--- src/source/obj_pkg.sv ---
// ~~~~~~~~~~~~~~~~~~~~~~~~~~~~~~
// object line table sizes, attribute word union
// and frame table address helper
// ~~~~~~~~~~~~~~~~~~~~~~~~~~~~~~
package obj_pkg;

    localparam int FRAME_WORDS = 1024;
    localparam int FRAME_AW    = $clog2(FRAME_WORDS);
    localparam int OBJ_ENTRIES = 256;
    localparam int ENTRY_W     = $clog2(OBJ_ENTRIES);
    localparam int LINE_SLOTS  = 128;
    localparam int SLOT_W      = $clog2(LINE_SLOTS);
    localparam int LINE_WORDS  = 2 * LINE_SLOTS * 4;  // both halves

    localparam logic [ENTRY_W-1:0] LAST_ENTRY = ENTRY_W'(OBJ_ENTRIES - 1);
    localparam logic [SLOT_W-1:0]  LAST_SLOT  = SLOT_W'(LINE_SLOTS - 1);

    // visible x window, bounds excluded
    localparam logic [15:0] X_MIN     = 16'h0030;
    localparam logic [15:0] X_MAX     = 16'd448;
    localparam logic [15:0] FILL_WORD = 16'hffff;

    // word order inside a frame table entry
    localparam logic [1:0] W_X    = 2'd0;
    localparam logic [1:0] W_Y    = 2'd1;
    localparam logic [1:0] W_CODE = 2'd2;
    localparam logic [1:0] W_ATTR = 2'd3;

    // word order inside a line slot, word3 unused
    localparam logic [1:0] SW_ATTR = 2'd0;
    localparam logic [1:0] SW_CODE = 2'd1;
    localparam logic [1:0] SW_X    = 2'd2;

    // builder FSM encoding
    localparam int ST_W = 4;
    localparam logic [ST_W-1:0] ST_IDLE  = 4'd0;
    localparam logic [ST_W-1:0] ST_A0    = 4'd1;
    localparam logic [ST_W-1:0] ST_A1    = 4'd2;
    localparam logic [ST_W-1:0] ST_A2    = 4'd3;
    localparam logic [ST_W-1:0] ST_A3    = 4'd4;
    localparam logic [ST_W-1:0] ST_A4    = 4'd5;
    localparam logic [ST_W-1:0] ST_CHECK = 4'd6;
    localparam logic [ST_W-1:0] ST_W0    = 4'd7;
    localparam logic [ST_W-1:0] ST_W1    = 4'd8;
    localparam logic [ST_W-1:0] ST_W2    = 4'd9;
    localparam logic [ST_W-1:0] ST_NEXT  = 4'd10;
    localparam logic [ST_W-1:0] ST_FILL  = 4'd11;

    typedef struct packed {
        logic [3:0] tile_m;  // vertical tiles minus one
        logic [3:0] tile_n;  // horizontal tiles minus one
        logic       rsv;
        logic       vflip;
        logic       hflip;
        logic [4:0] pal;
    } obj_attr_s;

    typedef union packed {
        obj_attr_s   f;
        logic [15:0] raw;
    } obj_attr_u;

    function automatic logic [FRAME_AW-1:0] frame_addr_of(
        input logic [ENTRY_W-1:0] entry,
        input logic [1:0]         word
    );
        return {entry, word};
    endfunction

endpackage

--- src/source/obj_line_if.sv ---
// ~~~~~~~~~~~~~~~~~~~~~~~~~~~~~~
// line table write channel
// ~~~~~~~~~~~~~~~~~~~~~~~~~~~~~~
interface obj_line_if;

    logic                      we;
    logic                      half;  // which line buffer half
    logic [obj_pkg::SLOT_W-1:0] slot;
    logic [1:0]                word;
    logic [15:0]               data;

    modport writer (
        output we,
        output half,
        output slot,
        output word,
        output data
    );

    modport buffer (
        input we,
        input half,
        input slot,
        input word,
        input data
    );

endinterface

--- src/source/obj_bank_mapper.sv ---
// ~~~~~~~~~~~~~~~~~~~~~~~~~~~~~~
// code bank offset and mask lookup
// ~~~~~~~~~~~~~~~~~~~~~~~~~~~~~~
module obj_bank_mapper (
    input  logic        clk,
    input  logic        rst,
    input  logic [15:0] bank_offset,
    input  logic [15:0] bank_mask,
    input  logic [1:0]  cin,
    output logic [3:0]  offset,
    output logic [3:0]  mask
);

    logic [3:0] sel_offset;
    logic [3:0] sel_mask;

    // one nibble per bank, bank 0 in the low bits
    assign sel_offset = bank_offset[{cin, 2'b00} +: 4];
    assign sel_mask   = bank_mask[{cin, 2'b00} +: 4];

    always_ff @(posedge clk or posedge rst) begin
        if (rst) begin
            offset <= 4'd0;
            mask   <= 4'd0;
        end else begin
            offset <= sel_offset;
            mask   <= sel_mask;
        end
    end

endmodule

--- src/source/obj_line_table.sv ---
// ~~~~~~~~~~~~~~~~~~~~~~~~~~~~~~
// scanline object table builder
// ~~~~~~~~~~~~~~~~~~~~~~~~~~~~~~
module obj_line_table (
    input  logic                         clk,
    input  logic                         rst,
    input  logic [8:0]                   vrender,
    input  logic                         start,
    input  logic [15:0]                  bank_offset,
    input  logic [15:0]                  bank_mask,
    output logic [obj_pkg::FRAME_AW-1:0] frame_addr,
    input  logic [15:0]                  frame_data,
    obj_line_if.writer                   lw,
    output logic                         busy,
    output logic                         done
);

    logic [obj_pkg::ST_W-1:0]    state;
    logic [obj_pkg::ENTRY_W-1:0] entry;
    logic [obj_pkg::SLOT_W-1:0]  slot;
    logic [1:0]                  fword;
    logic                        first;
    logic [3:0]                  n;
    logic [3:0]                  npos;
    logic [3:0]                  npos_step;

    logic [15:0]                 obj_x;
    logic [15:0]                 obj_y;
    logic [15:0]                 obj_code;
    obj_pkg::obj_attr_u          obj_attr;
    logic [15:0]                 last_x;
    logic [15:0]                 last_y;
    logic [15:0]                 last_code;
    logic [15:0]                 last_attr;

    logic [3:0]                  map_offset;
    logic [3:0]                  map_mask;
    logic                        inzone;
    logic [3:0]                  row;
    logic [3:0]                  vsub;
    logic [15:0]                 eff_x;
    logic [15:0]                 word1;
    logic                        in_win;
    logic                        repeated;
    logic                        last_tile;

    // code is held for the whole entry, so the mapper output settles early
    obj_bank_mapper u_mapper (
        .clk         (clk),
        .rst         (rst),
        .bank_offset (bank_offset),
        .bank_mask   (bank_mask),
        .cin         (obj_code[15:14]),
        .offset      (map_offset),
        .mask        (map_mask)
    );

    obj_zone u_zone (
        .vrender (vrender),
        .obj_y   (obj_y[8:0]),
        .attr    (obj_attr),
        .inzone  (inzone),
        .row     (row),
        .vsub    (vsub)
    );

    assign eff_x     = obj_x + {8'd0, npos, 4'd0};
    assign in_win    = (eff_x > obj_pkg::X_MIN) && (eff_x < obj_pkg::X_MAX);
    assign last_tile = (n == obj_attr.f.tile_n);
    assign npos_step = obj_attr.f.hflip ? npos - 4'd1 : npos + 4'd1;
    assign repeated  = (obj_x == last_x) && (obj_y == last_y) &&
                       (obj_code == last_code) && (obj_attr.raw == last_attr);

    assign word1 = {(obj_code[15:12] & map_mask) | map_offset,
                    obj_code[11:8],
                    obj_code[7:4] + row,
                    obj_code[3:0] + n};

    // line writes straight from the state
    always_comb begin
        lw.half = vrender[0];
        lw.slot = slot;
        lw.we   = 1'b0;
        lw.word = obj_pkg::SW_ATTR;
        lw.data = obj_pkg::FILL_WORD;
        case (state)
            obj_pkg::ST_W0: begin
                lw.we   = in_win;  // off-window tiles are dropped
                lw.data = {4'd0, vsub, obj_attr.raw[7:0]};
            end
            obj_pkg::ST_W1: begin
                lw.we   = 1'b1;
                lw.word = obj_pkg::SW_CODE;
                lw.data = word1;
            end
            obj_pkg::ST_W2: begin
                lw.we   = 1'b1;
                lw.word = obj_pkg::SW_X;
                lw.data = eff_x;
            end
            obj_pkg::ST_FILL: begin
                lw.we   = 1'b1;
                lw.word = fword;
            end
            default: begin
                lw.we = 1'b0;
            end
        endcase
    end

    // entry words land one cycle after their address
    always_ff @(posedge clk) begin
        case (state)
            obj_pkg::ST_A1: obj_attr.raw <= frame_data;
            obj_pkg::ST_A2: obj_code     <= frame_data;
            obj_pkg::ST_A3: obj_y        <= frame_data;
            obj_pkg::ST_A4: obj_x        <= frame_data;
            obj_pkg::ST_CHECK: begin
                last_x    <= obj_x;  // reference for the next entry
                last_y    <= obj_y;
                last_code <= obj_code;
                last_attr <= obj_attr.raw;
            end
            default: begin
                last_x <= last_x;
            end
        endcase
    end

    always_ff @(posedge clk or posedge rst) begin
        if (rst) begin
            state      <= obj_pkg::ST_IDLE;
            busy       <= 1'b0;
            done       <= 1'b0;
            first      <= 1'b0;
            entry      <= '0;
            slot       <= '0;
            fword      <= 2'd0;
            n          <= 4'd0;
            npos       <= 4'd0;
            frame_addr <= '0;
        end else begin
            done <= 1'b0;
            case (state)
                obj_pkg::ST_IDLE: begin
                    if (start) begin
                        busy       <= 1'b1;
                        first      <= 1'b1;
                        slot       <= '0;
                        fword      <= 2'd0;
                        entry      <= obj_pkg::LAST_ENTRY;
                        frame_addr <= obj_pkg::frame_addr_of(obj_pkg::LAST_ENTRY,
                                                             obj_pkg::W_ATTR);
                        state      <= obj_pkg::ST_A0;
                    end
                end
                obj_pkg::ST_A0: begin
                    frame_addr <= obj_pkg::frame_addr_of(entry, obj_pkg::W_CODE);
                    state      <= obj_pkg::ST_A1;
                end
                obj_pkg::ST_A1: begin
                    frame_addr <= obj_pkg::frame_addr_of(entry, obj_pkg::W_Y);
                    state      <= obj_pkg::ST_A2;
                end
                obj_pkg::ST_A2: begin
                    frame_addr <= obj_pkg::frame_addr_of(entry, obj_pkg::W_X);
                    state      <= obj_pkg::ST_A3;
                end
                obj_pkg::ST_A3: state <= obj_pkg::ST_A4;
                obj_pkg::ST_A4: state <= obj_pkg::ST_CHECK;
                obj_pkg::ST_CHECK: begin
                    first <= 1'b0;
                    n     <= 4'd0;
                    npos  <= obj_attr.f.hflip ? obj_attr.f.tile_n : 4'd0;
                    if (inzone && (first || !repeated)) begin
                        state <= obj_pkg::ST_W0;
                    end else begin
                        state <= obj_pkg::ST_NEXT;
                    end
                end
                obj_pkg::ST_W0: begin
                    if (in_win) begin
                        state <= obj_pkg::ST_W1;
                    end else if (last_tile) begin
                        state <= obj_pkg::ST_NEXT;
                    end else begin
                        n    <= n + 4'd1;
                        npos <= npos_step;
                    end
                end
                obj_pkg::ST_W1: state <= obj_pkg::ST_W2;
                obj_pkg::ST_W2: begin
                    if (slot == obj_pkg::LAST_SLOT) begin
                        busy  <= 1'b0;  // line full, no fill
                        done  <= 1'b1;
                        state <= obj_pkg::ST_IDLE;
                    end else begin
                        slot <= slot + 1'b1;
                        if (last_tile) begin
                            state <= obj_pkg::ST_NEXT;
                        end else begin
                            n     <= n + 4'd1;
                            npos  <= npos_step;
                            state <= obj_pkg::ST_W0;
                        end
                    end
                end
                obj_pkg::ST_NEXT: begin
                    if (entry == '0) begin
                        state <= obj_pkg::ST_FILL;
                    end else begin
                        entry      <= entry - 1'b1;
                        frame_addr <= obj_pkg::frame_addr_of(entry - 1'b1, obj_pkg::W_ATTR);
                        state      <= obj_pkg::ST_A0;
                    end
                end
                obj_pkg::ST_FILL: begin
                    fword <= fword + 2'd1;
                    if (fword == obj_pkg::SW_X) begin
                        fword <= 2'd0;
                        if (slot == obj_pkg::LAST_SLOT) begin
                            busy  <= 1'b0;
                            done  <= 1'b1;
                            state <= obj_pkg::ST_IDLE;
                        end else begin
                            slot <= slot + 1'b1;
                        end
                    end
                end
                default: state <= obj_pkg::ST_IDLE;
            endcase
        end
    end

endmodule

--- src/source/obj_zone.sv ---
// ~~~~~~~~~~~~~~~~~~~~~~~~~~~~~~
// vertical zone test, row and sub-line
// ~~~~~~~~~~~~~~~~~~~~~~~~~~~~~~
module obj_zone (
    input  logic [8:0]         vrender,
    input  logic [8:0]         obj_y,
    input  obj_pkg::obj_attr_u attr,
    output logic               inzone,
    output logic [3:0]         row,
    output logic [3:0]         vsub
);

    logic [8:0]  diff;
    logic [15:0] match;
    logic [3:0]  idx;

    assign diff = vrender - obj_y;  // wraps at 512 lines

    // row m covers lines 16m to 16m+15 of the object
    always_comb begin
        for (int m = 0; m < 16; m++) begin
            match[m] = (4'(m) <= attr.f.tile_m) && (diff[8:4] == 5'(m));
        end
    end

    // at most one bit set
    always_comb begin
        idx = 4'd0;
        for (int m = 0; m < 16; m++) begin
            if (match[m]) begin
                idx = 4'(m);
            end
        end
    end

    assign inzone = |match;
    assign row    = attr.f.vflip ? attr.f.tile_m - idx : idx;
    assign vsub   = diff[3:0] ^ {4{attr.f.vflip}};  // mirrored inside the tile

endmodule

--- src/flat_wrapper.sv ---
// flat-port wrapper written by rule: the top's interface ports become plain ports
module obj_line_table_flat 
  (clk, rst, vrender, start, bank_offset, bank_mask, frame_addr, frame_data, busy, done, lw_we, lw_half, lw_slot, lw_word, lw_data);
  obj_line_if lw_i ();
  input  logic clk;
  input  logic rst;
  input  logic [8:0] vrender;
  input  logic start;
  input  logic [15:0] bank_offset;
  input  logic [15:0] bank_mask;
  output logic [obj_pkg::FRAME_AW-1:0] frame_addr;
  input  logic [15:0] frame_data;
  output logic busy;
  output logic done;
  output wire logic [$bits(lw_i.we)-1:0] lw_we;
  output wire logic [$bits(lw_i.half)-1:0] lw_half;
  output wire logic [$bits(lw_i.slot)-1:0] lw_slot;
  output wire logic [$bits(lw_i.word)-1:0] lw_word;
  output wire logic [$bits(lw_i.data)-1:0] lw_data;
  assign lw_we = lw_i.we;
  assign lw_half = lw_i.half;
  assign lw_slot = lw_i.slot;
  assign lw_word = lw_i.word;
  assign lw_data = lw_i.data;
  obj_line_table u_core (.clk(clk), .rst(rst), .vrender(vrender), .start(start), .bank_offset(bank_offset), .bank_mask(bank_mask), .frame_addr(frame_addr), .frame_data(frame_data), .lw(lw_i), .busy(busy), .done(done));
endmodule
--- config.mk ---
export PLATFORM = sky130hd
export DESIGN_NAME = obj_line_table_flat
export DESIGN_NICKNAME = d
export VERILOG_FILES = /design/src/source/obj_pkg.sv /design/src/source/obj_line_if.sv /design/src/source/obj_bank_mapper.sv /design/src/source/obj_line_table.sv /design/src/source/obj_zone.sv /design/src/flat_wrapper.sv
export SDC_FILE = /design/constraint.sdc
export NUM_CORES = 1
export LEC_CHECK = 0
export ABC_AREA = 1
export BUFFER_PORTS_ARGS = -buffer_cell sky130_fd_sc_hd__buf_2
export CORE_MARGIN = 3
export CORE_UTILIZATION = 30
export CTS_CLUSTER_DIAMETER = 100
export DETAILED_ROUTE_END_ITERATION = 16
export PLACE_DENSITY_LB_ADDON = 0.15
export SLEW_MARGIN = 40
export SYNTH_ARGS = -nofsm -noshare
export SYNTH_HDL_FRONTEND = slang
export SYNTH_SLANG_ARGS = --single-unit
export TNS_END_PERCENT = 100
--- constraint.sdc ---
create_clock -name clk -period 4.1 [get_ports clk]
set_input_delay 0 -clock clk [delete_from_list [all_inputs] [get_ports clk]]
set_output_delay 0 -clock clk [all_outputs]
set_load 0.02 [all_outputs]
# Yosys cells after proc, flatten, opt, wreduce, memory -nomap -nowiden
# Index checks and enable logic that the tools add are counted.
[totals] word_cells=195 reg_bits=178
[classes] reduce_logical=41 n_bitwise=3 add_sub_neg=11 mux=60 eq_ne=40 n_shift=2 n_lt_le_gt_ge=18
[ops] operator="$mux W4" n=32
[ops] operator="$eq A16 B16 Y1" n=4
[ops] operator="$pmux W10 S5" n=1
[ops] operator="$pmux W16 S3" n=1
[ops] operator="$pmux W4 S12" n=1
[ops] operator="$eq A5 B4 Y1 const B" n=8
[ops] operator="$le A4 B4 Y1 const A" n=8
[ops] operator="$shiftx A16 B5 Y4" n=2
[ops] operator="$pmux W4 S3" n=2
[ops] operator="$logic_and A1 B1 Y1" n=21
[ops] operator="$mux W7" n=3
[ops] operator="$pmux W7 S3" n=1
[ops] operator="$eq A5 B3 Y1 const B" n=4
[ops] operator="$mux W10" n=2
[ops] operator="$add A16 B8 Y16" n=1
[ops] operator="$eq A4 B3 Y1 const B" n=4
[ops] operator="$eq A4 B4 Y1 const B" n=4
[ops] operator="$gt A16 B6 Y1 const B" n=1
[ops] operator="$le A3 B4 Y1 const A" n=4
[ops] operator="$lt A16 B9 Y1 const B" n=1
[ops] operator="$mux W8" n=2
[ops] operator="$pmux W8 S2" n=1
[ops] operator="$reduce_or A16 Y1" n=1
[ops] operator="$reduce_and A3 Y1" n=4
[ops] operator="40 further kinds" n=62

# Logic depth before layout (Yosys ltp)
# Gate-level depths: netlist of the first run.
[depth] ltp_word=22 ltp_mapped=28 mapped_depth_nobuf=28

# Cells and area by module
# A second synthesis of the first run with hierarchy kept.
[unflattened] cells_unflattened=1166 hier_area_um2=10087.2
[modules_own_cells] mod="obj_line_table" seq_area_each_um2=4894.7 cells_per_inst=855 n_inst=1 area_per_inst_um2=8300.5
[modules_own_cells] mod="obj_zone" seq_area_each_um2=0.0 cells_per_inst=208 n_inst=1 area_per_inst_um2=1187.4
[modules_own_cells] mod="obj_bank_mapper" seq_area_each_um2=200.2 cells_per_inst=103 n_inst=1 area_per_inst_um2=599.3

# Worst setup path before layout of the first run
# Ideal clock, no wire load.
[synth_path] kind="register -> register" start="register u_core.state[1] (netlist bit)" end="register u_core.n[0]" path_stages_with_launch=11 required_time_ps=3983 setup_slack_ps=-243 t_arrival_ps=4226 path_buffers=1 path_cell_list="dfrtp_1 > inv_1 > nor2_1 > inv_1 > nor2_1 > a21oi_1 > a21oi_2 > nand2_4 > buf_6 > nand2_2 > o21ai_2"
[synth_via] elab_chain_len=3 elab_cells_between_ends=8 classes_between="eq/ne (5); mux (1); reduce/logical (2)"
[synth_lines] element="from (decl)" line="obj_line_table.sv:18" rtl="logic [obj_pkg::ST_W-1:0] state;"
[synth_lines] element="from (signal assigned)" line="obj_line_table.sv:132" rtl="state <= obj_pkg::ST_IDLE;"
[synth_lines] element="from (signal assigned)" line="obj_line_table.sv:154" rtl="state <= obj_pkg::ST_A0;"
[synth_lines] element="from (signal assigned)" line="obj_line_table.sv:159" rtl="state <= obj_pkg::ST_A1;"
[synth_lines] element="$eq A4 B4 Y1 / $eq A4 B3 Y1 (equally long branches)" line="obj_line_table.sv:144" rtl="case (state)"
[synth_lines] element="$ne A2 B2 Y1 (no line) / $reduce_bool A3 Y1 (equally long branches)"
[synth_lines] element="$reduce_and A3 Y1 (no line)"
[synth_lines] element="to (signal assigned)" line="obj_line_table.sv:187" rtl="n <= n + 4'd1;"
[synth_lines] element="to (signal assigned)" line="obj_line_table.sv:202" rtl="n <= n + 4'd1;"
[synth_lines] element="to (decl)" line="obj_line_table.sv:23" rtl="logic [3:0] n;"
# Parallel ways exist; a longest one is shown, timed or not.
# A chain may end at the register's enable or synchronous reset.

# Worst setup path in the final report of the first run
[layout_path] start="register u_core.obj_y[5]" end="output port lw_data[7]"
[layout_via] elab_chain_len=22 elab_cells_between_ends=50 classes_between="add/sub (3); eq/ne (15); mux (17); reduce/logical (15)"
[layout_lines] element="from (decl)" line="obj_line_table.sv:28" rtl="logic [15:0] obj_y;"
[layout_lines] element="from (signal assigned)" line="obj_line_table.sv:116" rtl="obj_pkg::ST_A3: obj_y <= frame_data;"
[layout_lines] element="$sub A9 B9 Y9 *" line="obj_zone.sv:17" rtl="assign diff = vrender - obj_y;"
[layout_lines] element="$eq A5 B1 Y1" line="obj_zone.sv:22" rtl="match[m] = (4'(m) <= attr.f.tile_m) && (diff[8:4] == 5'(m));"
[layout_lines] element="$logic_and A1 B1 Y1" line="obj_zone.sv:22"
[layout_lines] element="$mux W1" line="obj_zone.sv:30" rtl="if (match[m]) begin"
[layout_lines] element="$mux W4 (13 in series)" line="obj_zone.sv:30"
[layout_lines] element="$mux W4 *" line="obj_zone.sv:30"
[layout_lines] element="$sub A4 B4 Y4" line="obj_zone.sv:37" rtl="assign row = attr.f.vflip ? attr.f.tile_m - idx : idx;"
[layout_lines] element="$mux W4 *" line="obj_zone.sv:37"
[layout_lines] element="$add A4 B4 Y4 *" line="obj_line_table.sv:76" rtl="obj_code[7:4] + row,"
[layout_lines] element="$pmux W16 S3 *" line="obj_line_table.sv:86" rtl="case (state)"
[layout_lines] element="to (decl)" line="flat_wrapper.sv:19" rtl="output wire logic [$bits(lw_i.data)-1:0] lw_data;"
# Mark *: on every way between the ends. The rest lies on a longest branch, timed or not.

==> results of run 1 <==
-- final timing paths --
kind | startpoint | endpoint | slack (ps) | depth (start not counted)
max | u_core.obj_y[5] | lw_data[7] | -560 | 25
min | start | u_core.busy | 100 | 6
max reg2reg | u_core.obj_x[4] | u_core.state[0] | 920 | 16
min reg2reg | u_core.obj_x[1] | u_core.last_x[1] | 450 | 0
max in group asynchronous | rst | u_core.n[2] | 3350 | 4
min in group asynchronous | rst | u_core.frame_addr[8] | 300 | 4
-- registers in the layout (all words and copies together), names as in the netlist, 2 cells and up --
register                count
u_core.obj_x               16
u_core.u_mapper.mask        4
u_core.obj_code            16
u_core.u_mapper.offset      4
u_core.state                4
u_core.last_y              16
u_core.last_attr           16
u_core.entry                8
u_core.obj_y               16
u_core.fword                2
u_core.n                    4
u_core.last_code           16
u_core.last_x              16
u_core.npos                 4
u_core.lw.slot              7
u_core.obj_attr            16
u_core.frame_addr          10
-- stage by stage --
stage               instances  hold WS (ps)  setup slack, ps
floorplan                1022          98.9            -46.6
global placement         1564           227             -258
detailed placement       1564           223             -336
CTS                      1640          76.1             -663
global route             1641           123             -977
finish                   1641          97.2             -559
-- worst max-delay path, cell delays in order (launching register included) --
cell      delay [ps]
edfxtp_1         410
inv_1            120
ha_1             280
nand2_1           90
nand2_1           60
a21oi_1          220
nand2_1          100
nand2_1          110
nand2_4           80
nand3_2           90
nor2_2            60
nor4_2           300
nand3_2          160
ha_4             190
fa_2             330
xor2_1           140
o21ai_1          140
ha_1             270
a21oi_1          160
nand2_1           70
xor2_1           150
xor2_1           150
or2_1            210
nand3_1           70
nand4_1           80
buf_4            180
-- power by group through the flow --
| stage | Clock, mW | Combinational, mW | Sequential [mW] |
|---|---|---|---|
| 4_1_cts | 1.68 | 3.03 | 2.75 |
| 5_1_grt | 1.74 | 3.42 | 2.80 |
| 2_1_floorplan | 0 | 1.84 | 2.72 |
| 3_5_place_dp | 0 | 2.88 | 2.78 |
| 3_3_place_gp | 0 | 2.87 | 2.78 |
| 6_report | 1.63 | 3.04 | 2.75 |
-- metal layers --
metal | global-route usage | share of wire
met5 | 0 | 0
met4 | 0.0363 | 0.010
met2 | 0.293 | 0.47
met1 | 0.239 | 0.47
met3 | 0.0322 | 0.046
-- timing repair --
action	in CTS	in global routing
hold buffers	33	0
gates resized for setup	16	21
gates cloned	0	0
hold endpoints to repair	122	0
pin swaps	14	12
setup endpoints to repair	3	4
buffers inserted	11	3
-- logic make-up (layout without fill, tap and decap cells) --
kind of cell / after synthesis / count (layout) / share of synthesized area
fa+ha+maj: 34 / 34 / 0.0487
buf+inv: 143 / 360 / 0.0570
xor+xnor: 53 / 53 / 0.0496
compound gates: 158 / 158 / 0.100
flops: 178 / 178 / 0.527
simple gates: 456 / 456 / 0.218
-- Yosys cell counts, drive strengths merged, types with 3 or more instances --
library cell  count
clkbuf            9
a211oi            7
o21ai            57
fa                6
nand2           207
o2111ai          13
edfxtp          128
nor2            142
nor4             10
nand3            65
or2               8
buf               4
o22ai            22
dfrtp            50
a31oi             3
nor3              9
nand4            14
o211ai            3
a21oi            40
a22o              3
xnor2            16
ha               28
inv             129
xor2             37
o221ai            3
-- area by class of cell --
type / instances / area (µm²)
Clock inverter: 14 / 166
Timing Repair Buffer: 198 / 1350
Inverter: 130 / 488
Multi-Input combinational cell: 701 / 4210
Clock buffer: 18 / 429
Sequential cell: 178 / 5090
Tap cell: 402 / 503
Fill cell: 3203 / 19400
-- cell usage in the layout (no fill, tap or decap), types with 17 or more instances in the layout --
master	n
buf_4	68
inv_2	18
buf_2	94
nand2_1	179
xor2_1	35
nand3_1	52
inv_1	111
nand2_2	23
dlygate4sd3_1	33
a21oi_1	37
edfxtp_1	128
o21ai_0	45
clkbuf_16	17
dfrtp_1	50
nor2_1	114
o22ai_1	22
ha_1	24
==> reports/results.txt, run 1 <==
Mapped Area: 9660 µm²
CTS sink count: 178
Initial Utilization: 0.305
Register area share after synthesis: 0.527
I/O Buffers: 98
Synth top area share: 0.398
N_diodes: 0
Clk slew on worst S/H paths: 80 ps
RSZ-0062 raised after global routing: yes
Critical path class: reg -> out
Worst-path maximum fanout: 4
Syn. warnings: 0
CTS Buf Count: 17
Final Hold Viols: 0
Power, Total: 7.42 mW
Sw frac: 0.412
Detail Placement HPWL: 22.5 mm
Fin util: 0.387
Worst Tran Pin Value: 677 ps
Vert. Die Dim: 185 µm
Final layout net count: 1,320
Mapped Avg Cell Area: 9.46 µm²
Leakage: 5.07 nW
Final WS setup: -559 ps
CTS root buf: clkbuf_16
DR vias/cell: 4.74
Unique masters post-synth: 51
Final Cycle Share: 1.14
Antenna-violating nets left: 0
Max Freq: 215 MHz
Die ar.: 34,400 µm²
TritonCTS clock tree: yes
# setup viols final: 3
Core Footprint: 31,600 µm²
I/O pin cnt: 99
Clock Power Share: 0.220
Psw: 3.06 mW
Rel. slew slack: 0.549
Overall routing resource usage: 0.175
Max-slew violation count: 0
Clock latency on the worst-skew pair: 440 ps
Starting DRT DRC Count: 462
Layout cells sized above 1: 0.251
Post-synth EDFFs: 128
Setup Skew: 14.6 ps
Wire per inst: 17.9 µm
Max-cap violations: 0
Vias in the first global route: 7,852
Ys async rst share: 0.281
Area after DPL: 11,100 µm²
Area Growth Syn to Fin: 26.7%
Endpoint class of the critical path: primary output
Share of power burned in registers: 0.370
Top cells by area, synth: edfxtp_1, dfrtp_1, nand2_1, nor2_1, inv_1
Die W: 185 µm
Initial antenna violation count: 0
Vias post-DR: 7,784
Final WL: 29.3 mm
Area leader, netlist: edfxtp_1
DRT Pass-1 Iters: 5
Gate Count Post-Synth: 1,022
Failing checks: negative setup slack
Hold Crit Class: in -> reg
CTS H-tree lvls: 4
First-pass GRT wire length: 45.0 mm
Grt total ovfl: 0
Startpoint Class: flop
Largest net degree at the start of global routing: 57
Yosys reg bits: 178
Mapped Nets: 1,116
Top FF cell, synth: edfxtp_1
Row count: 65
Bufs on Longest Clock Path: 2
Int Power: 4.37 mW
Arrival @ worst endpoint: 4660 ps
Worst endpoint required time: 4100 ps
Final Cell Area: 12,200 µm²
Placer congestion estimate: 0.859
Comb pwr share: 0.410
Outcome: finished with violations
Power density cells: 606 nW/µm²
Final TNS setup: -1170 ps
Maximum VDD drop: 0.286 mV
Remaining DRCs: 0
Min cycle time layout: 4660 ps
Power figures use the tool's default switching activity.
==> inputs of run 2 (changes only) <==
--- a/config.mk
+++ b/config.mk
@@ -5,7 +5,6 @@
 export SDC_FILE = /design/constraint.sdc
 export NUM_CORES = 1
 export LEC_CHECK = 0
-export ABC_AREA = 1
 export BUFFER_PORTS_ARGS = -buffer_cell sky130_fd_sc_hd__buf_2
 export CORE_MARGIN = 3
 export CORE_UTILIZATION = 30
==> run 2 against run 1 <==
The flow still finishes with violations (negative setup slack). Clock power rose by 4%. Register-to-register slack lost 260 ps. Non-clock buffer count decreased by 16. Core utilization is essentially flat. Fmax decreased by 1.0%. Critical endpoint unchanged. Largest power group unchanged.
==> reports/results.txt, run 2 <==
Largest net degree at the start of global routing: 51 (was 57)
Met3 Usage GRT: 0.0274 (was 0.0322)
Flop-to-flop setup slack: 660 ps (was 920 ps)
Bufs on Longest Clock Path: 2 (unchanged)
Placer congestion estimate: 0.849 (was 0.859)
Worst Tran Pin Value: 851 ps (was 677 ps)
Syn. warnings: 0 (unchanged)
Worst hold slack: 236 ps (was 97.2 ps)
Overall routing resource usage: 0.162 (was 0.175)
Grt total ovfl: 0 (unchanged)
CTS root buf: clkbuf_16 (unchanged)
HP Start: vrender[0] (was start)
Mapped Nets: 862 (was 1,116)
# setup viols final: 3 (unchanged)
Max-slew violation count: 0 (unchanged)
Post-synth top cells: edfxtp_1, nor2_1, dfrtp_1, xor2_1 (was nand2_1, edfxtp_1, nor2_1, inv_1, nand3_1)
DRT Pass-1 Iters: 5 (unchanged)
Met2 Usage GRT: 0.258 (was 0.293)
Failing checks: negative setup slack (unchanged)
CTS Buf Count: 17 (unchanged)
Wire per inst: 19.7 µm (was 17.9 µm)
I/O pin cnt: 99 (unchanged)
DR vias/cell: 4.98 (was 4.74)
Worst endpoint required time: 4100 ps (about the same)
Setup Skew: 9.54 ps (was 14.6 ps)
Leading cell types in the layout, fill and taps excluded: edfxtp_1, buf_2, nor2_1 (was nand2_1, edfxtp_1, nor2_1)
Final WL: 26.5 mm (was 29.3 mm)
Vias post-DR: 6,691 (was 7,784)
Clock latency on the worst-skew pair: 440 ps (about the same)
Yosys reg bits: 178 (unchanged)
Rel. slew slack: 0.433 (was 0.549)
Post-synth EDFFs: 128 (unchanged)
Ys async rst share: 0.281 (unchanged)
Gate Count Post-Synth: 768 (was 1,022)
M1 GR Usage: 0.231 (was 0.239)
Cell repeated most along the worst path: xnor2_1 (was nand2_1)
Register area: 5090 µm² (unchanged)
Antenna-violating nets left: 0 (unchanged)
Post-placement cell count: 1,269 (was 1,564)
Top FF cell, synth: edfxtp_1 (unchanged)
CP top delay family: compound AO/OA/AOI/OAI gates (was simple AND/OR/NAND/NOR gates)
Mapped Area: 9160 µm² (was 9660 µm²)
Initial Utilization: 0.307 (was 0.305)
Gr busiest metal: met2 (unchanged)
Area after DPL: 10,400 µm² (was 11,100 µm²)
Min cycle time layout: 4710 ps (was 4660 ps)
Final TNS setup: -1270 ps (was -1170 ps)
I/O Buffers: 98 (unchanged)
Die W: 181 µm (was 185 µm)
Area taken by multi-input logic gates: 3970 µm² (was 4210 µm²)
Core Footprint: 29,900 µm² (was 31,600 µm²)
Final Cycle Share: 1.15 (was 1.14)
Unique masters post-synth: 77 (was 51)
Bufs and invs on worst path: 4 (was 2)
Commonest non-fill, non-tap cell in the layout: edfxtp_1 (was nand2_1)
Worst path max stage delay: 530 ps (was 410 ps)
Detail Placement HPWL: 19.4 mm (was 22.5 mm)
Critical path class: reg -> out (unchanged)
Max Freq: 212 MHz (was 215 MHz)
Filler cell count: 2,892 (was 3,203)
First-pass GRT wire length: 40.3 mm (was 45.0 mm)
Area Growth Syn to Fin: 26.1% (was 26.7%)
Max-cap violations: 0 (unchanged)
Worst path cell trace: inv_2 -> ha_4 -> and2_4 -> buf_4 -> o211ai_1 -> buf_4 -> a21boi_2 -> o22ai_2 -> o21ai_2 -> a221o_1 -> o211ai_1 -> nor2_1 -> ha_2 -> fa_2 -> mux2i_1 -> ha_1 -> a21o_1 -> a21oi_2 -> xnor2_1 -> xnor2_1 -> xnor2_1 -> o21ai_2 -> buf_6
Outcome: finished with violations (unchanged)
RSZ-0062 raised after global routing: yes (unchanged)
Final Cell Area: 11,500 µm² (was 12,200 µm²)
Hold path endpoint: lw_half (was u_core.busy)
Vias in the first global route: 6,671 (was 7,852)
Cells on Worst Hold Path: 2 (was 6)
CTS H-tree lvls: 4 (unchanged)
Startpoint Class: flop (unchanged)
FF-to-FF End: u_core.n[0] (was u_core.state[0])
N_diodes: 0 (unchanged)
Top-count cell post-synth: edfxtp_1 (was nand2_1)
Remaining DRCs: 0 (unchanged)
Cell count of the worst reg-to-reg path: 8 (was 16)
Leakage: 4.42 nW (was 5.07 nW)
CTS sink count: 178 (unchanged)
Power density cells: 636 nW/µm² (was 606 nW/µm²)
Starting DRT DRC Count: 487 (was 462)
Initial antenna violation count: 0 (unchanged)
Synth top area share: 0.420 (was 0.398)
Mapped Avg Cell Area: 11.9 µm² (was 9.46 µm²)
Layout cells sized above 1: 0.262 (was 0.251)
CP max stage cell: fa_2 (was edfxtp_1)
Worst-path maximum fanout: 3 (was 4)
Final Hold Viols: 0 (unchanged)
Endpoint class of the critical path: primary output (unchanged)
Layout Cells excl Fill: 1,343 (was 1,641)
Register area share after synthesis: 0.556 (was 0.527)
Top cells by area, synth: edfxtp_1, dfrtp_1, xor2_1, ha_1, xnor2_1 (was edfxtp_1, dfrtp_1, nand2_1, nor2_1, inv_1)
Die ar.: 32,700 µm² (was 34,400 µm²)
Fin util: 0.387 (about the same)
Maximum VDD drop: 0.293 mV (was 0.286 mV)
Final layout net count: 1,034 (was 1,320)
Hold Crit Class: in -> out (was in -> reg)
Vert. Die Dim: 181 µm (was 185 µm)
Power, Total: 7.35 mW (was 7.42 mW)
Final WS setup: -607 ps (was -559 ps)
Pre-CTS setup slack: -329 ps (was -336 ps)
Arrival @ worst endpoint: 4710 ps (was 4660 ps)
Clk slew on worst S/H paths: 70 ps (was 80 ps)
TritonCTS clock tree: yes (unchanged)
RR Startpoint: u_core.obj_x[5] (was u_core.obj_x[4])
Row count: 63 (was 65)
Area leader, netlist: edfxtp_1 (unchanged)
-- run 2: cell count changes after synthesis, moves of 11 or more --
| cell | change |
|---|---|
| nand3_1 | -43 |
| nand2_2 | -17 |
| nor2_1 | -71 |
| o2111ai_1 | -11 |
| nand2b_1 | +12 |
| clkbuf_1 | +11 |
| xor2_1 | +12 |
| nand2_1 | -146 |
| nor2b_1 | +17 |
| o21ai_0 | -27 |
| xnor2_1 | +21 |
| inv_2 | -15 |
| inv_1 | -73 |
-- run 2: metal layers --
| layer | up-vias | part of all wire |
|---|---|---|
| li1 | 3223 | - |
| met1 | 3308 | 0.49 |
| met2 | 145 | 0.47 |
| met3 | 15 | 0.033 |
| met4 | 0 | 0.0078 |
| met5 | - | 0 |
-- run 2: cells by family after synthesis --
kind of cell / Yosys count / synth area share
AOI/OAI and AO/OA: 173 / 0.131
DFF: 178 / 0.556
adders and majority gates: 37 / 0.0546
muxes: 12 / 0.0249
xor gates and xnor gates: 84 / 0.0803
and+or+nand+nor: 214 / 0.122
buffers and inverters: 70 / 0.0307
-- run 2: cell type report --
class | count | share of cell area
flip-flops and latches | 178 | 0.441
multi-input cells | 520 | 0.343
repair buffers | 182 | 0.107
well taps | 390 | 0.0422
clock buffers | 17 | 0.0368
clock inverters | 15 | 0.0162
inverters | 41 | 0.0133
-- run 2: power breakdown --
group	total (mW)	internal, mW	switching [mW]
sequential	2.81	2.40	0.409
clock	1.69	0.883	0.809
combinational	2.85	1.17	1.68
-- run 2: what timing repair did --
item,4_1_cts,5_1_grt
pin swaps,20,14
setup buffers,4,4
hold buffers,34,0
endpoints found under the hold margin,124,0
resized for setup,20,14
endpoints found under the setup margin,3,4
-- run 2: worst max path at each step --
stage	slack (ps)	startpoint	end	depth (start not counted)
global route	-860	u_core.obj_y[4]	lw_data[7]	23
CTS	-550	u_core.obj_y[0]	lw_data[7]	20
finish	-610	u_core.obj_y[4]	lw_data[7]	23
floorplan	-140	u_core.obj_y[0]	lw_data[7]	20
global placement	-270	u_core.obj_y[4]	lw_data[7]	22
detailed placement	-330	u_core.obj_y[3]	lw_data[7]	22
==> inputs of run 3 (changes only) <==
--- a/config.mk
+++ b/config.mk
@@ -6,6 +6,7 @@
 export NUM_CORES = 1
 export LEC_CHECK = 0
 export BUFFER_PORTS_ARGS = -buffer_cell sky130_fd_sc_hd__buf_2
+export CORE_ASPECT_RATIO = 0.9
 export CORE_MARGIN = 3
 export CORE_UTILIZATION = 30
 export CTS_CLUSTER_DIAMETER = 100
==> run 3 against run 2 <==
The flow still finishes with violations (negative setup slack). Core utilization grew 0.057 points. Design area grew 0.41%. Clock power down 4%. Sequential power barely moved. Sequential cell count stayed put. Die area about the same. First-iteration DRC count is 2.1% lower. Sequential share of layout area is 0.18 points lower. Combinational power about the same. Largest cell class unchanged.
==> reports/results.txt, run 3 (synthesized netlist as in run 2, its figures left out) <==
Placer congestion estimate: 0.860 (was 0.849)
Bufs on Longest Clock Path: 2 (unchanged)
Largest net degree at the start of global routing: 51 (unchanged)
Startpoint Class: flop (unchanged)
Post-placement cell count: 1,289 (was 1,269)
Max Freq: 211 MHz (was 212 MHz)
Initial antenna violation count: 0 (unchanged)
Power, Total: 7.29 mW (was 7.35 mW)
Commonest non-fill, non-tap cell in the layout: edfxtp_1 (unchanged)
Remaining DRCs: 0 (unchanged)
DR WL met3: 848 µm (was 865 µm)
End of the critical path: lw_data[7] (unchanged)
Die W: 190 µm (was 181 µm)
Maximum VDD drop: 0.302 mV (was 0.293 mV)
CTS H-tree lvls: 4 (unchanged)
Critical path class: reg -> out (unchanged)
Worst endpoint required time: 4100 ps (about the same)
CP startpoint: u_core.obj_y[0] (was u_core.obj_y[4])
Vert. Die Dim: 172 µm (was 181 µm)
FF-to-FF End: u_core.npos[3] (was u_core.n[0])
Antenna-violating nets left: 0 (unchanged)
Clk slew on worst S/H paths: 70 ps (about the same)
# setup viols final: 3 (unchanged)
CTS Buf Count: 17 (unchanged)
Min cycle time layout: 4730 ps (was 4710 ps)
CTS root buf: clkbuf_16 (unchanged)
Die ar.: 32,700 µm² (about the same)
Final Hold Viols: 0 (unchanged)
CP top delay family: adder cells (was compound AO/OA/AOI/OAI gates)
Final WS setup: -632 ps (was -607 ps)
CTS sink count: 178 (unchanged)
Max-slew violation count: 0 (unchanged)
DR vias/cell: 4.92 (was 4.98)
Fin util: 0.387 (about the same)
Worst-path maximum fanout: 4 (was 3)
Layout cells sized above 1: 0.267 (was 0.262)
Leading cell types in the layout, fill and taps excluded: edfxtp_1, buf_2, buf_4 (was edfxtp_1, buf_2, nor2_1)
TritonCTS clock tree: yes (unchanged)
Final WL: 26.9 mm (was 26.5 mm)
Power density cells: 628 nW/µm² (was 636 nW/µm²)
Leakage: 4.45 nW (was 4.42 nW)
Bufs and invs on worst path: 1 (was 4)
Hold Crit Class: in -> out (unchanged)
Vias post-DR: 6,702 (was 6,691)
Failing checks: negative setup slack (unchanged)
Worst Tran Pin Value: 903 ps (was 851 ps)
Setup Skew: 13.6 ps (was 9.54 ps)
Wire per inst: 19.8 µm (was 19.7 µm)
First-pass GRT wire length: 40.3 mm (about the same)
Pre-CTS setup slack: -332 ps (was -329 ps)
CP max stage cell: fa_1 (was fa_2)
Area Growth Syn to Fin: 26.6% (was 26.1%)
Met1 WL: 13.2 mm (was 13.0 mm)
Arrival @ worst endpoint: 4730 ps (was 4710 ps)
Filler cell count: 2,886 (was 2,892)
Cell repeated most along the worst path: xnor2_1 (unchanged)
Layout Cells excl Fill: 1,362 (was 1,343)
Final TNS setup: -1650 ps (was -1270 ps)
Critical path depth in cells: 20 (was 23)
Vias in the first global route: 6,517 (was 6,671)
Clock latency on the worst-skew pair: 440 ps (about the same)
DRT Pass-1 Iters: 4 (was 5)
Detail Placement HPWL: 19.4 mm (about the same)
Outcome: finished with violations (unchanged)
Worst path max stage delay: 540 ps (was 530 ps)
Initial Utilization: 0.306 (was 0.307)
Overall routing resource usage: 0.165 (was 0.162)
Endpoint class of the critical path: primary output (unchanged)
RR Startpoint: u_core.obj_x[4] (was u_core.obj_x[5])
Met2 wire len: 12.5 mm (was 12.4 mm)
Row count: 60 (was 63)
Starting DRT DRC Count: 477 (was 487)
Final Cycle Share: 1.15 (about the same)
I/O Buffers: 98 (unchanged)
Grt total ovfl: 0 (unchanged)
Final layout net count: 1,039 (was 1,034)
Core Footprint: 30,000 µm² (was 29,900 µm²)
I/O pin cnt: 99 (unchanged)
Flop-to-flop setup slack: 680 ps (was 660 ps)
Worst path cell trace: ha_2 -> fa_2 -> nand2b_4 -> a21oi_4 -> o22ai_2 -> or2_4 -> a221o_1 -> o211ai_1 -> nor2_1 -> ha_2 -> fa_1 -> mux2i_1 -> ha_1 -> a21o_1 -> a21oi_2 -> xnor2_1 -> xnor2_1 -> xnor2_1 -> o21ai_2 -> buf_6 (was inv_2 -> ha_4 -> and2_4 -> buf_4 -> o211ai_1 -> buf_4 -> a21boi_2 -> o22ai_2 -> o21ai_2 -> a221o_1 -> o211ai_1 -> nor2_1 -> ha_2 -> fa_2 -> mux2i_1 -> ha_1 -> a21o_1 -> a21oi_2 -> xnor2_1 -> xnor2_1 -> xnor2_1 -> o21ai_2 -> buf_6)
RSZ-0062 raised after global routing: yes (unchanged)
Rel. slew slack: 0.398 (was 0.433)
Top sig layer: met4 (unchanged)
Cell count of the worst reg-to-reg path: 10 (was 8)
Max-cap violations: 0 (unchanged)
==> run 3: changes by cell type in the layout (fill, tap and decap cells not counted), moves of 2 or more <==
cell	previous run	this run
clkinv_8	3	1
inv_6	3	7
o22ai_2	2	4
inv_8	6	1
ha_1	24	22
o22ai_1	10	8
buf_4	50	56
a21boi_1	0	2
==> run 3: layout make-up <==
| cell class | count | area (µm²) | share of cell area |
|---|---|---|---|
| clock inverter | 12 | 109 | 0.00939 |
| antenna | 1 | 2.50 | 0.000216 |
| timing repair buffer | 187 | 1260 | 0.109 |
| clock buffer | 20 | 468 | 0.0403 |
| sequential | 178 | 5090 | 0.439 |
| tap | 403 | 504 | 0.0435 |
| multi-input combinational | 520 | 4000 | 0.345 |
| inverter | 41 | 154 | 0.0133 |
==> run 3: worst min-delay path by stage <==
stage | cells past startpoint | startpoint | to | slack [ps]
after floorplan | 0 | frame_data[0] | u_core.obj_attr[0] | 100
after global placement | 3 | rst | u_core.u_mapper.offset[0] | 240
after detailed placement | 2 | vrender[0] | lw_half | 240
after CTS | 2 | vrender[0] | lw_half | 240
after global routing | 2 | vrender[0] | lw_half | 250
final | 2 | vrender[0] | lw_half | 240
==> run 3: what timing repair did <==
action | 4_1_cts | 5_1_grt
gates resized for setup | 21 | 22
buffers inserted | 4 | 2
hold endpoints to repair | 124 | 0
setup endpoints to repair | 3 | 4
hold buffers | 34 | 0
pin swaps | 17 | 23
==> run 3: metal layers <==
| layer | vias to the layer above | track usage |
|---|---|---|
| met5 | - | 0 |
| met4 | 0 | 0.0440 |
| met3 | 16 | 0.0255 |
| met2 | 131 | 0.261 |
| met1 | 3326 | 0.239 |
| li1 | 3229 | - |
==> run 3: stage by stage <==
| step | area [µm²] | hold WS [ps] |
|---|---|---|
| 3_5_place_dp | 10400 | 239 |
| 2_1_floorplan | 9200 | 98.9 |
| 5_1_grt | 11600 | 246 |
| 6_report | 11600 | 239 |
| 4_1_cts | 11500 | 239 |
| 3_3_place_gp | 10400 | 237 |
==> run 3: power by group <==
group          total (mW)  internal, mW  switching [mW]
sequential           2.83          2.40           0.436
combinational        2.83          1.18            1.65
clock                1.62         0.852           0.770
